<file path="src/verilog/calc_pkg.sv">
`default_nettype none

package calc_pkg;

    // keypad position, row * 4 + column
    typedef logic [3:0] key_code_t;

    // decimal digit, NO_DIGIT when the key is not a digit
    typedef logic [3:0] digit_t;

    typedef logic [2:0] op_code_t;           // operator code from the keypad

    typedef logic signed [15:0] value_t;     // accumulator and typed number

    typedef logic [15:0] bcd_t;              // four bcd digits, msd first

    localparam digit_t NO_DIGIT = 4'd15;     // key is not a digit

    // operator codes
    localparam op_code_t OP_NONE = 3'd0;
    localparam op_code_t OP_NEG  = 3'd1;     // sign flip, applied at once
    localparam op_code_t OP_ADD  = 3'd2;
    localparam op_code_t OP_SUB  = 3'd3;
    localparam op_code_t OP_MUL  = 3'd4;

    // stable cycles before a key counts as pressed
    localparam int DEBOUNCE_CYCLES = 10;
    localparam int DEBOUNCE_W      = $clog2(DEBOUNCE_CYCLES + 1);

    localparam int MAX_DIGITS  = 4;          // extra digits dropped
    localparam int DIGIT_CNT_W = $clog2(MAX_DIGITS + 1);

    localparam int DISPLAY_LIMIT = 9999;     // largest magnitude shown
    localparam int DISPLAY_BITS  = $clog2(DISPLAY_LIMIT + 1);

endpackage

`default_nettype wire

</file>
<file path="src/verilog/input_control.sv">
`timescale 1ns/100ps
`default_nettype none

module input_control import calc_pkg::*; (
    input  logic       clk,
    input  logic       nRST,
    input  logic [3:0] row_in,          // active low, pulled up
    input  logic       key_rd,          // consume pulse from the core
    output logic [3:0] col_out,         // one-cold column drive
    output logic       key_rdy,         // key confirmed, held until release
    output digit_t     keypad_input,    // 0..9 or NO_DIGIT
    output op_code_t   operator_input,
    output logic       equal_input      // * key
);

    typedef enum logic [2:0] {
        IDLE,
        SCAN_COL,
        WAIT_STABLE,
        CONFIRM,
        WAIT_RELEASE
    } state_t;

    state_t                state, next_state;
    logic [1:0]            col_index;       // column being driven low
    logic [DEBOUNCE_W-1:0] debounce_cnt;
    key_code_t             key_code;        // captured once per press
    logic                  key_valid;       // some row pulled low
    logic                  stable_done;
    logic                  capture;

    assign key_valid   = ~&row_in;
    assign stable_done = key_valid && (debounce_cnt == DEBOUNCE_W'(DEBOUNCE_CYCLES - 1));
    assign capture     = (state == CONFIRM) && !key_rdy && key_valid;

    // lowest pulled row wins
    function automatic key_code_t encode_key(input logic [3:0] row, input logic [1:0] col);
        key_code_t code;
        code = '0;
        for (int r = 3; r >= 0; r--) begin
            if (!row[r])
                code = {2'(r), col};
        end
        return code;
    endfunction

    always_ff @(posedge clk or negedge nRST) begin
        if (!nRST) begin
            state        <= IDLE;
            col_index    <= '0;
            debounce_cnt <= '0;
            key_rdy      <= 1'b0;
        end else begin
            state <= next_state;
            if (state == SCAN_COL && !key_valid)
                col_index <= col_index + 2'd1;      // move on, wraps at 3
            if (state == WAIT_STABLE && key_valid)
                debounce_cnt <= debounce_cnt + 1'b1;
            else
                debounce_cnt <= '0;                 // bounce restarts count
            if (capture)
                key_rdy <= 1'b1;
            if (state == WAIT_RELEASE && !key_valid)
                key_rdy <= 1'b0;                    // all rows back high
        end
    end

    always_ff @(posedge clk) begin
        if (capture)
            key_code <= encode_key(row_in, col_index);
    end

    always_comb begin
        next_state = state;
        case (state)
            IDLE:        next_state = SCAN_COL;
            SCAN_COL:    next_state = key_valid ? WAIT_STABLE : SCAN_COL;
            WAIT_STABLE: begin
                if (!key_valid)
                    next_state = SCAN_COL;          // lost the row, rescan
                else if (stable_done)
                    next_state = CONFIRM;
            end
            CONFIRM: begin
                if (key_rdy)
                    next_state = key_rd ? WAIT_RELEASE : CONFIRM;   // hold until read
                else if (!key_valid)
                    next_state = SCAN_COL;
            end
            WAIT_RELEASE: next_state = key_valid ? WAIT_RELEASE : IDLE;
            default:      next_state = IDLE;
        endcase
    end

    always_comb begin
        col_out            = 4'b1111;
        col_out[col_index] = 1'b0;
    end

    // keypad legend 1 2 3 A / 4 5 6 B / 7 8 9 C / * 0 # D
    always_comb begin
        keypad_input   = NO_DIGIT;
        operator_input = OP_NONE;
        equal_input    = 1'b0;
        case (key_code)
            4'h0: keypad_input   = 4'd1;
            4'h1: keypad_input   = 4'd2;
            4'h2: keypad_input   = 4'd3;
            4'h3: operator_input = OP_ADD;          // A
            4'h4: keypad_input   = 4'd4;
            4'h5: keypad_input   = 4'd5;
            4'h6: keypad_input   = 4'd6;
            4'h7: operator_input = OP_SUB;          // B
            4'h8: keypad_input   = 4'd7;
            4'h9: keypad_input   = 4'd8;
            4'hA: keypad_input   = 4'd9;
            4'hB: operator_input = OP_MUL;          // C
            4'hC: equal_input    = 1'b1;            // *
            4'hD: keypad_input   = 4'd0;
            4'hF: operator_input = OP_NEG;          // D
            default: ;                              // # does nothing
        endcase
    end

    a_rdy_from_confirm: assert property (@(posedge clk) disable iff (!nRST)
        $rose(key_rdy) |-> $past(state) == CONFIRM);

    a_key_held: assert property (@(posedge clk) disable iff (!nRST)
        key_rdy && $past(key_rdy) |-> $stable({keypad_input, operator_input, equal_input}));

endmodule

`default_nettype wire

</file>
<file path="src/verilog/calc_core.sv">
`timescale 1ns/100ps
`default_nettype none

module calc_core import calc_pkg::*; (
    input  logic     clk,
    input  logic     nRST,
    input  logic     key_rdy,
    input  digit_t   keypad_input,
    input  op_code_t operator_input,
    input  logic     equal_input,
    output logic     key_rd,            // one pulse per key
    output value_t   show_value         // entry while typing, else acc
);

    logic                   key_rdy_q;
    logic                   take_key;   // first cycle of key_rdy
    value_t                 acc, acc_n;
    value_t                 entry, entry_n;
    logic [DIGIT_CNT_W-1:0] digit_cnt, digit_cnt_n;
    op_code_t               pend_op, pend_op_n;
    logic                   entering, entering_n;

    // 16 bit wrapping arithmetic
    function automatic value_t apply_op(input op_code_t op, input value_t a, input value_t b);
        case (op)
            OP_ADD:  return a + b;
            OP_SUB:  return a - b;
            OP_MUL:  return a * b;
            default: return a;
        endcase
    endfunction

    assign take_key = key_rdy && !key_rdy_q;

    always_comb begin
        acc_n       = acc;
        entry_n     = entry;
        digit_cnt_n = digit_cnt;
        pend_op_n   = pend_op;
        entering_n  = entering;
        if (take_key) begin
            if (keypad_input != NO_DIGIT) begin
                if (!entering) begin                        // first digit
                    entry_n     = value_t'(keypad_input);
                    digit_cnt_n = DIGIT_CNT_W'(1);
                    entering_n  = 1'b1;
                end else if (digit_cnt < MAX_DIGITS) begin
                    entry_n     = entry * value_t'(10) + value_t'(keypad_input);
                    digit_cnt_n = digit_cnt + 1'b1;
                end
            end else if (operator_input == OP_NEG) begin
                if (entering)
                    entry_n = -entry;
                else
                    acc_n = -acc;
            end else if (operator_input inside {OP_ADD, OP_SUB, OP_MUL}) begin
                if (entering && pend_op != OP_NONE)
                    acc_n = apply_op(pend_op, acc, entry);  // chain left to right
                else if (entering)
                    acc_n = entry;
                pend_op_n  = operator_input;
                entering_n = 1'b0;
            end else if (equal_input) begin
                if (entering && pend_op != OP_NONE) begin
                    acc_n     = apply_op(pend_op, acc, entry);
                    pend_op_n = OP_NONE;
                end else if (entering) begin
                    acc_n = entry;
                end
                entering_n = 1'b0;
            end
            // anything else is just acknowledged
        end
    end

    always_ff @(posedge clk or negedge nRST) begin
        if (!nRST) begin
            key_rdy_q  <= 1'b0;
            key_rd     <= 1'b0;
            acc        <= '0;
            pend_op    <= OP_NONE;
            entering   <= 1'b0;
            show_value <= '0;
        end else begin
            key_rdy_q  <= key_rdy;
            key_rd     <= take_key;
            acc        <= acc_n;
            pend_op    <= pend_op_n;
            entering   <= entering_n;
            show_value <= entering_n ? entry_n : acc_n;
        end
    end

    always_ff @(posedge clk) begin
        entry     <= entry_n;       // only read while entering
        digit_cnt <= digit_cnt_n;
    end

    a_rd_single: assert property (@(posedge clk) disable iff (!nRST)
        key_rd |=> !key_rd);

endmodule

`default_nettype wire

</file>
<file path="src/verilog/display_format.sv">
`timescale 1ns/100ps
`default_nettype none

module display_format import calc_pkg::*; (
    input  logic   clk,
    input  logic   nRST,
    input  value_t show_value,
    output logic   disp_neg,        // minus sign
    output bcd_t   disp_bcd,        // zero on error
    output logic   disp_err         // magnitude too large
);

    logic [$bits(value_t)-1:0] magnitude;   // -32768 maps to 32768
    logic                      over_limit;

    // shift and add 3, one input bit per step
    function automatic bcd_t bin_to_bcd(input logic [DISPLAY_BITS-1:0] bin);
        bcd_t bcd;
        bcd = '0;
        for (int i = DISPLAY_BITS - 1; i >= 0; i--) begin
            for (int d = 0; d < 4; d++) begin
                if (bcd[d*4 +: 4] > 4'd4)
                    bcd[d*4 +: 4] = bcd[d*4 +: 4] + 4'd3;
            end
            bcd = {bcd[14:0], bin[i]};
        end
        return bcd;
    endfunction

    assign magnitude  = show_value[15] ? -show_value : show_value;
    assign over_limit = magnitude > DISPLAY_LIMIT;

    always_ff @(posedge clk or negedge nRST) begin
        if (!nRST) begin
            disp_neg <= 1'b0;
            disp_bcd <= '0;
            disp_err <= 1'b0;
        end else begin
            disp_neg <= show_value[15];
            disp_err <= over_limit;
            if (over_limit)
                disp_bcd <= '0;
            else
                disp_bcd <= bin_to_bcd(magnitude[DISPLAY_BITS-1:0]);   // fits below 10000
        end
    end

    a_bcd_digits: assert property (@(posedge clk) disable iff (!nRST)
        (disp_bcd[15:12] <= 4'd9) && (disp_bcd[11:8] <= 4'd9) &&
        (disp_bcd[7:4] <= 4'd9) && (disp_bcd[3:0] <= 4'd9));

endmodule

`default_nettype wire

</file>
<file path="src/verilog/calculator_top.sv">
`timescale 1ns/100ps
`default_nettype none

module calculator_top import calc_pkg::*; (
    input  logic       clk,
    input  logic       nRST,
    input  logic [3:0] row_in,      // keypad rows, active low
    output logic [3:0] col_out,     // keypad columns, one-cold
    output logic       disp_neg,
    output bcd_t       disp_bcd,
    output logic       disp_err
);

    logic     key_rdy;              // scanner to core
    logic     key_rd;               // core back to scanner
    digit_t   keypad_input;
    op_code_t operator_input;
    logic     equal_input;
    value_t   show_value;           // core to display

    input_control input_control_i (
        .clk            (clk),
        .nRST           (nRST),
        .row_in         (row_in),
        .key_rd         (key_rd),
        .col_out        (col_out),
        .key_rdy        (key_rdy),
        .keypad_input   (keypad_input),
        .operator_input (operator_input),
        .equal_input    (equal_input)
    );

    calc_core calc_core_i (
        .clk            (clk),
        .nRST           (nRST),
        .key_rdy        (key_rdy),
        .keypad_input   (keypad_input),
        .operator_input (operator_input),
        .equal_input    (equal_input),
        .key_rd         (key_rd),
        .show_value     (show_value)
    );

    display_format display_format_i (
        .clk        (clk),
        .nRST       (nRST),
        .show_value (show_value),
        .disp_neg   (disp_neg),
        .disp_bcd   (disp_bcd),
        .disp_err   (disp_err)
    );

endmodule

`default_nettype wire

</file>
<file path="config.mk">
export PLATFORM = sky130hd
export DESIGN_NAME = calculator_top
export DESIGN_NICKNAME = d
export VERILOG_FILES = /design/src/verilog/calc_pkg.sv /design/src/verilog/input_control.sv /design/src/verilog/calc_core.sv /design/src/verilog/display_format.sv /design/src/verilog/calculator_top.sv
export SDC_FILE = /design/constraint.sdc
export NUM_CORES = 1
export LEC_CHECK = 0
export ABC_AREA = 0
export BUFFER_PORTS_ARGS = -buffer_cell sky130_fd_sc_hd__buf_2
export CAP_MARGIN = 20
export CORE_UTILIZATION = 45
export DETAILED_ROUTE_END_ITERATION = 6
export PLACE_DENSITY = 0.65
export SYNTH_ARGS = -nofsm -noshare
export SYNTH_HDL_FRONTEND = slang
export SYNTH_HIERARCHICAL = 1
export SYNTH_SLANG_ARGS = --single-unit
export TNS_END_PERCENT = 100
</file>
<file path="constraint.sdc">
create_clock -name clk -period 24 [get_ports clk]
set_input_delay 4.8 -clock clk [delete_from_list [all_inputs] [get_ports clk]]
set_output_delay 4.8 -clock clk [all_outputs]
set_load 0.05 [all_outputs]
</file>
==> flow_summary.json, run 1 <==
{
  "status": "finished clean",
  "syn_area_um2": 16660,
  "vias": 16050,
  "max_slew_margin": 0.3492,
  "syn_area_per_cell_um2": 7.724,
  "holdPathEnd": "input_control_i/debounce_cnt[0]",
  "min_from": "input_control_i/debounce_cnt[0]",
  "yosysWarnings": 6,
  "cp_slowest_cell": "or4_4",
  "maxSlewViolCount": 0,
  "start_util": 0.4562,
  "drive_gt1_frac": 0.08157,
  "viasPerCell": 6.199,
  "post_cts_buffers": 0,
  "synth_top_area_frac": 0.1081,
  "num_io_pins": 28,
  "yosysTopAreaCell": "ha_1",
  "r2r-end": "display_format_i/disp_bcd[12]",
  "hold-worst-slack_ns": 0.4893,
  "syn2layout_area_growth_pct": 4.716,
  "detail-route-antenna-nets": 0,
  "cts_resized": 0,
  "place_congestion": 0.9723,
  "worstPathRequired_ns": 24.29,
  "drt-total-wl_um": 49420,
  "clock_path_buffers": 2,
  "hold_class": "reg -> reg",
  "synth_edf_count": 7,
  "clk_latency_ns": 0.35,
  "dieArea_um2": 37800,
  "holdPathStages": 1,
  "cts_max_level": 3,
  "grt_pass1_vias": 15400,
  "rsz0062_at_grt": "no",
  "setup_violations": 0,
  "die_w_um": 194.4,
  "grt-ovfl-total": 0,
  "tritoncts": "done",
  "firstDrtPassIters": 5,
  "drt-wirelength-per-cell_um": 19.09,
  "cts.sinks": 89,
  "chipHeight_um": 194.4,
  "cp-end-kind": "register",
  "fin_nets": 2349,
  "async_reset_ff_frac": 0.7416,
  "cpMostUsedCell": "ha_1",
  "final_cells": 2589,
  "hold_viol": 0,
  "yosys_register_bits": 89,
  "final.setup.tns_ns": 0,
  "cts_hold_buffers": 0,
  "fin_skew_ns": 0.008232,
  "ys_types": 129,
  "critPathKind": "reg -> reg",
  "critPathLaunchType": "register",
  "first_iter_violations": 1300,
  "numCtsBuffers": 9,
  "syn_inst": 2157,
  "core_um2": 36520,
  "ys_top_cells_by_area": "ha_1 (11%), dfrtp_1 (9.9%), fa_1 (9.9%), nand2_1 (5.1%), xnor2_1 (4.4%)",
  "ys_seq_area_frac": 0.1310,
  "cpPeakStageDelay_ns": 0.62,
  "drc": 0,
  "worst-r2r-setup-slack_ns": 11.60,
  "antenna_found_initial": 0,
  "grt_pass1_wl_um": 80360,
  "tightest_slew_ns": 0.9490,
  "grt_max_degree": 67,
  "antennaDiodeCount": 0,
  "path_clk_slew_ns": 0.07,
  "fin_crit_sh": 0.5165,
  "cap_violations": 0,
  "r2r_cells": 38,
  "grt_use_total": 0.2603,
  "dp_hpwl_um": 37290,
  "root_buffer": "clkbuf_16",
  "dp_cells": 2574,
  "fmax_mhz": 80.68,
  "path_max_fanout": 13,
  "portBuffers": 27,
  "fp-row-count": 70,
  "syn-num-nets": 2389,
  "timing.rr.start": "calc_core_i/show_value[0]",
  "min_period_ns": 12.40,
  "worstPathArrival_ns": 12.69,
  "synthFlopType": "dfrtp_1"
}
[synth_stat cells, drive strengths merged, types with 14 or more instances]
master	n
a21o	21
nand4	23
nand3	47
o211ai	21
nor4	24
nor3	47
a31oi	30
o21a	19
and2	80
nand2b	16
o221ai	17
buf	22
xnor2	87
fa	82
or2	20
mux2i	30
o21ai	126
ha	144
nor2	173
nor2b	26
nand2	226
inv	193
or3	27
a21oi	112
and3	17
mux2	33
xor2	34
or4	14
o22ai	21
clkbuf	83
dfrtp	66
dfxtp	16
o31ai	16
a211oi	29
[cells by family (layout without fill, tap and decap cells)]
| group | after synthesis | count (layout) | synth area share |
|---|---|---|---|
| multiplexers | 64 | 64 | 0.04265 |
| XOR/XNOR | 122 | 122 | 0.06744 |
| flip-flops | 89 | 89 | 0.1310 |
| buffers and inverters | 301 | 265 | 0.07074 |
| AO/OA/AOI/OAI | 576 | 576 | 0.2441 |
| AND/OR/NAND/NOR | 778 | 778 | 0.2368 |
| adder cells (fa/ha/maj) | 227 | 227 | 0.2073 |
[how the worst max path moves through the flow]
stage                                    startpoint                             to  slack, ns  depth (start not counted)
after floorplan           calc_core_i/show_value[2]  display_format_i/disp_bcd[12]      13.56                         44
after global placement    calc_core_i/show_value[0]   display_format_i/disp_bcd[6]      12.16                         43
after detailed placement  calc_core_i/show_value[0]  display_format_i/disp_bcd[12]      11.93                         38
after CTS                 calc_core_i/show_value[0]  display_format_i/disp_bcd[12]      11.86                         38
after global routing      calc_core_i/show_value[0]  display_format_i/disp_bcd[12]      10.39                         43
final                     calc_core_i/show_value[0]  display_format_i/disp_bcd[12]      11.60                         38
[per-stage QoR]
| stage | worst slack (ns) | instance area (um^2) | util |
|---|---|---|---|
| detailed placement | 11.93 | 17140 | 0.4693 |
| CTS | 11.86 | 17450 | 0.4777 |
| floorplan | 13.56 | 16660 | - |
| global placement | 12.16 | 17140 | 0.4693 |
| global route | 10.39 | 17450 | 0.4777 |
| finish | 11.60 | 17450 | 0.4777 |
[metal layers]
metal,GRT usage,share of wire,vias up
met3,0.03401,0.070,144
met1,0.3419,0.43,7579
met2,0.4338,0.46,662
met5,0,0,-
met4,0.1002,0.038,0
li1,-,-,7664
[critical path, delay by kind of cell (launching register included)]
kind                       cells  cell delay (ns)
DFF                            1             0.38
adders and majority gates      5             1.42
buffers and inverters          3             0.63
xor gates and xnor gates       2             0.79
and+or+nand+nor               15             5.21
AOI/OAI and AO/OA             13             3.87
[cell type report]
| cell class | count | area, um^2 |
|---|---|---|
| fill | 3559 | 19080 |
| tap | 468 | 585.6 |
| clock inverter | 4 | 30.03 |
| multi-input combinational | 1767 | 13300 |
| timing repair buffer | 54 | 337.8 |
| sequential | 89 | 2182 |
| inverter | 196 | 735.7 |
| clock buffer | 11 | 275.3 |
[cells in the final DEF (no fill, tap or decap), types with 21 or more instances in the layout]
| cell type | count |
|---|---|
| a211oi_1 | 25 |
| a21oi_1 | 111 |
| a31oi_1 | 29 |
| and2_1 | 79 |
| buf_2 | 27 |
| buf_4 | 27 |
| dfrtp_1 | 66 |
| fa_1 | 82 |
| ha_1 | 144 |
| inv_1 | 189 |
| mux2_2 | 26 |
| mux2i_1 | 29 |
| nand2_1 | 225 |
| nand3_1 | 47 |
| nand4_1 | 22 |
| nor2_1 | 171 |
| nor2b_1 | 26 |
| nor3_1 | 45 |
| nor4_1 | 21 |
| o21ai_0 | 96 |
| o21ai_1 | 28 |
| or3_1 | 24 |
| xnor2_1 | 84 |
| xor2_1 | 33 |
[registers in the layout (all words and copies together), names as in the netlist]
name	cells
calc_core_i/key_rdy_q	1
display_format_i/disp_err	1
display_format_i/disp_bcd	16
calc_core_i/key_rd	1
calc_core_i/acc	16
input_control_i/key_code	4
display_format_i/disp_neg	1
input_control_i/key_rdy	1
input_control_i/state	3
calc_core_i/entry	16
input_control_i/col_index	2
calc_core_i/digit_cnt	3
calc_core_i/entering	1
calc_core_i/pend_op	3
input_control_i/debounce_cnt	4
calc_core_i/show_value	16
Power of run 1 is not shown: default switching activity piles up to over one toggle a cycle in this logic, so the estimate is an artifact.
==> run 2, diff against run 1 <==
clock period = 12.7 ns   (was 24 ns; I/O delays follow)
==> run 2 against run 1 <==
  * Routed wire length grew 1.0%
  * Design area grew 0.42%
  * Fmax grew 4.8%
  * Register-to-register slack lost 11 ns
  * Clock skew grew 0.0027 ns
  * Sequential cell count is the same
  * Clock-buffer cell count shrank 1
  * Die area is the same
  * Critical path depth shrank 2
  * Highest routed layer unchanged
==> flow_summary.json, run 2 (synthesized netlist as in run 1, its figures left out) <==
{
  "status": "finished clean",
  "antenna_found_initial": 1,
  "drive_gt1_frac": 0.08604,
  "grt_pass1_wl_um": 81850,
  "timing.rr.start": "calc_core_i/show_value[2]",
  "tightest_slew_ns": 1.030,
  "syn2layout_area_growth_pct": 5.152,
  "setup_violations": 0,
  "chipHeight_um": 194.4,
  "firstDrtPassIters": 5,
  "path_clk_slew_ns": 0.07,
  "drc": 0,
  "layout_common_cells": "nand2_1 (225), inv_1 (189), nor2_1 (171), ha_1 (144), a21oi_1 (111)",
  "num_io_pins": 28,
  "worstPathRequired_ns": 13.00,
  "die_w_um": 194.4,
  "cts.sinks": 89,
  "grt-ovfl-total": 0,
  "min_period_ns": 11.83,
  "clk_latency_ns": 0.36,
  "holdPathEnd": "input_control_i/debounce_cnt[0]",
  "worstPathArrival_ns": 12.13,
  "critPathLaunchType": "register",
  "dieArea_um2": 37800,
  "cpMostUsedCell": "ha_1",
  "holdPathStages": 1,
  "tritoncts": "done",
  "core_um2": 36520,
  "cpPeakStageDelay_ns": 0.71,
  "cts_max_level": 3,
  "dp_hpwl_um": 37810,
  "numCtsBuffers": 9,
  "drt-total-wl_um": 49930,
  "vias": 16190,
  "fin_crit_sh": 0.9314,
  "grt_max_degree": 67,
  "portBuffers": 27,
  "start_util": 0.4562,
  "r2r-end": "display_format_i/disp_bcd[12]",
  "viasPerCell": 6.240,
  "fp-row-count": 70,
  "max_slew_margin": 0.2938,
  "cap_violations": 0,
  "critPathKind": "reg -> reg",
  "cp_slowest_cell": "or4_1",
  "hold_class": "reg -> reg",
  "path_max_fanout": 11,
  "drt-wirelength-per-cell_um": 19.24,
  "clock_path_buffers": 2,
  "grt_use_total": 0.2653,
  "r2r_cells": 36,
  "grt_pass1_vias": 15770,
  "fin_skew_ns": 0.01093,
  "min_from": "input_control_i/debounce_cnt[0]",
  "cp-end-kind": "register",
  "place_congestion": 0.9775,
  "hold-worst-slack_ns": 0.4896,
  "maxSlewViolCount": 0,
  "root_buffer": "clkbuf_16",
  "first_iter_violations": 1447,
  "antennaDiodeCount": 0,
  "final_common_cell": "nand2_1",
  "fmax_mhz": 84.54,
  "fin_nets": 2354,
  "worst-r2r-setup-slack_ns": 0.87,
  "hold_viol": 0,
  "detail-route-antenna-nets": 0
}
[run 2: changes by cell type in the layout (fill, tap and decap cells not counted), sizes merged]
| cell | change |
|---|---|
| buf | +5 |
| bufinv | +1 |
| clkbuf | -1 |
| clkinv | +3 |
| inv | -2 |
[run 2: metrics by stage]
stage	worst slack, ns	std cells	cell area [um^2]	utilization	setup TNS, ns
2_1_floorplan	2.261	2157	16660	-	0
3_3_place_gp	1.129	2577	17160	0.4700	0
3_5_place_dp	0.6114	2577	17160	0.4700	0
4_1_cts	0.5940	2593	17470	0.4784	0
5_1_grt	-0.01718	2595	17520	0.4797	-0.01718
6_report	0.8707	2595	17520	0.4797	0
[run 2: layout make-up]
class / count / area (um^2)
Fill cell: 3618 / 19000
Multi-Input combinational cell: 1767 / 13330
Sequential cell: 89 / 2182
Inverter: 196 / 735.7
Tap cell: 468 / 585.6
Timing Repair Buffer: 59 / 375.4
Clock buffer: 10 / 229.0
Clock inverter: 6 / 80.08
[run 2: critical path, delay by kind of cell (launching register included)]
family	cells	cell delay, ns
simple gates	15	5.61
mux	1	0.34
buf+inv	2	0.51
flops	1	0.43
compound gates	12	3.22
fa+ha+maj	5	1.43
xor+xnor	1	0.22
[run 2: how the worst max path moves through the flow]
| stage | slack [ns] | start | endpoint | depth (start not counted) |
|---|---|---|---|---|
| detailed placement | 0.61 | calc_core_i/show_value[0] | display_format_i/disp_bcd[2] | 47 |
| global placement | 1.13 | calc_core_i/show_value[0] | display_format_i/disp_bcd[6] | 43 |
| floorplan | 2.26 | calc_core_i/show_value[2] | display_format_i/disp_bcd[12] | 44 |
| global route | -0.02 | calc_core_i/show_value[2] | display_format_i/disp_bcd[2] | 40 |
| CTS | 0.59 | calc_core_i/show_value[0] | display_format_i/disp_bcd[2] | 42 |
| finish | 0.87 | calc_core_i/show_value[2] | display_format_i/disp_bcd[12] | 36 |
[run 2: layer usage]
| metal | vias up | part of all wire | track usage |
|---|---|---|---|
| met4 | 0 | 0.036 | 0.09965 |
| met2 | 598 | 0.47 | 0.4444 |
| met3 | 130 | 0.066 | 0.04060 |
| li1 | 7692 | - | - |
| met5 | - | 0 | 0 |
| met1 | 7774 | 0.43 | 0.3439 |
[run 2: repair_timing]
action | 4_1_cts | 5_1_grt
hold buffers | 0 | 0
gates resized for setup | 0 | 9
setup buffers | 0 | 2
endpoints found under the setup margin | 0 | 15
Power of run 2 is left out for the same reason.
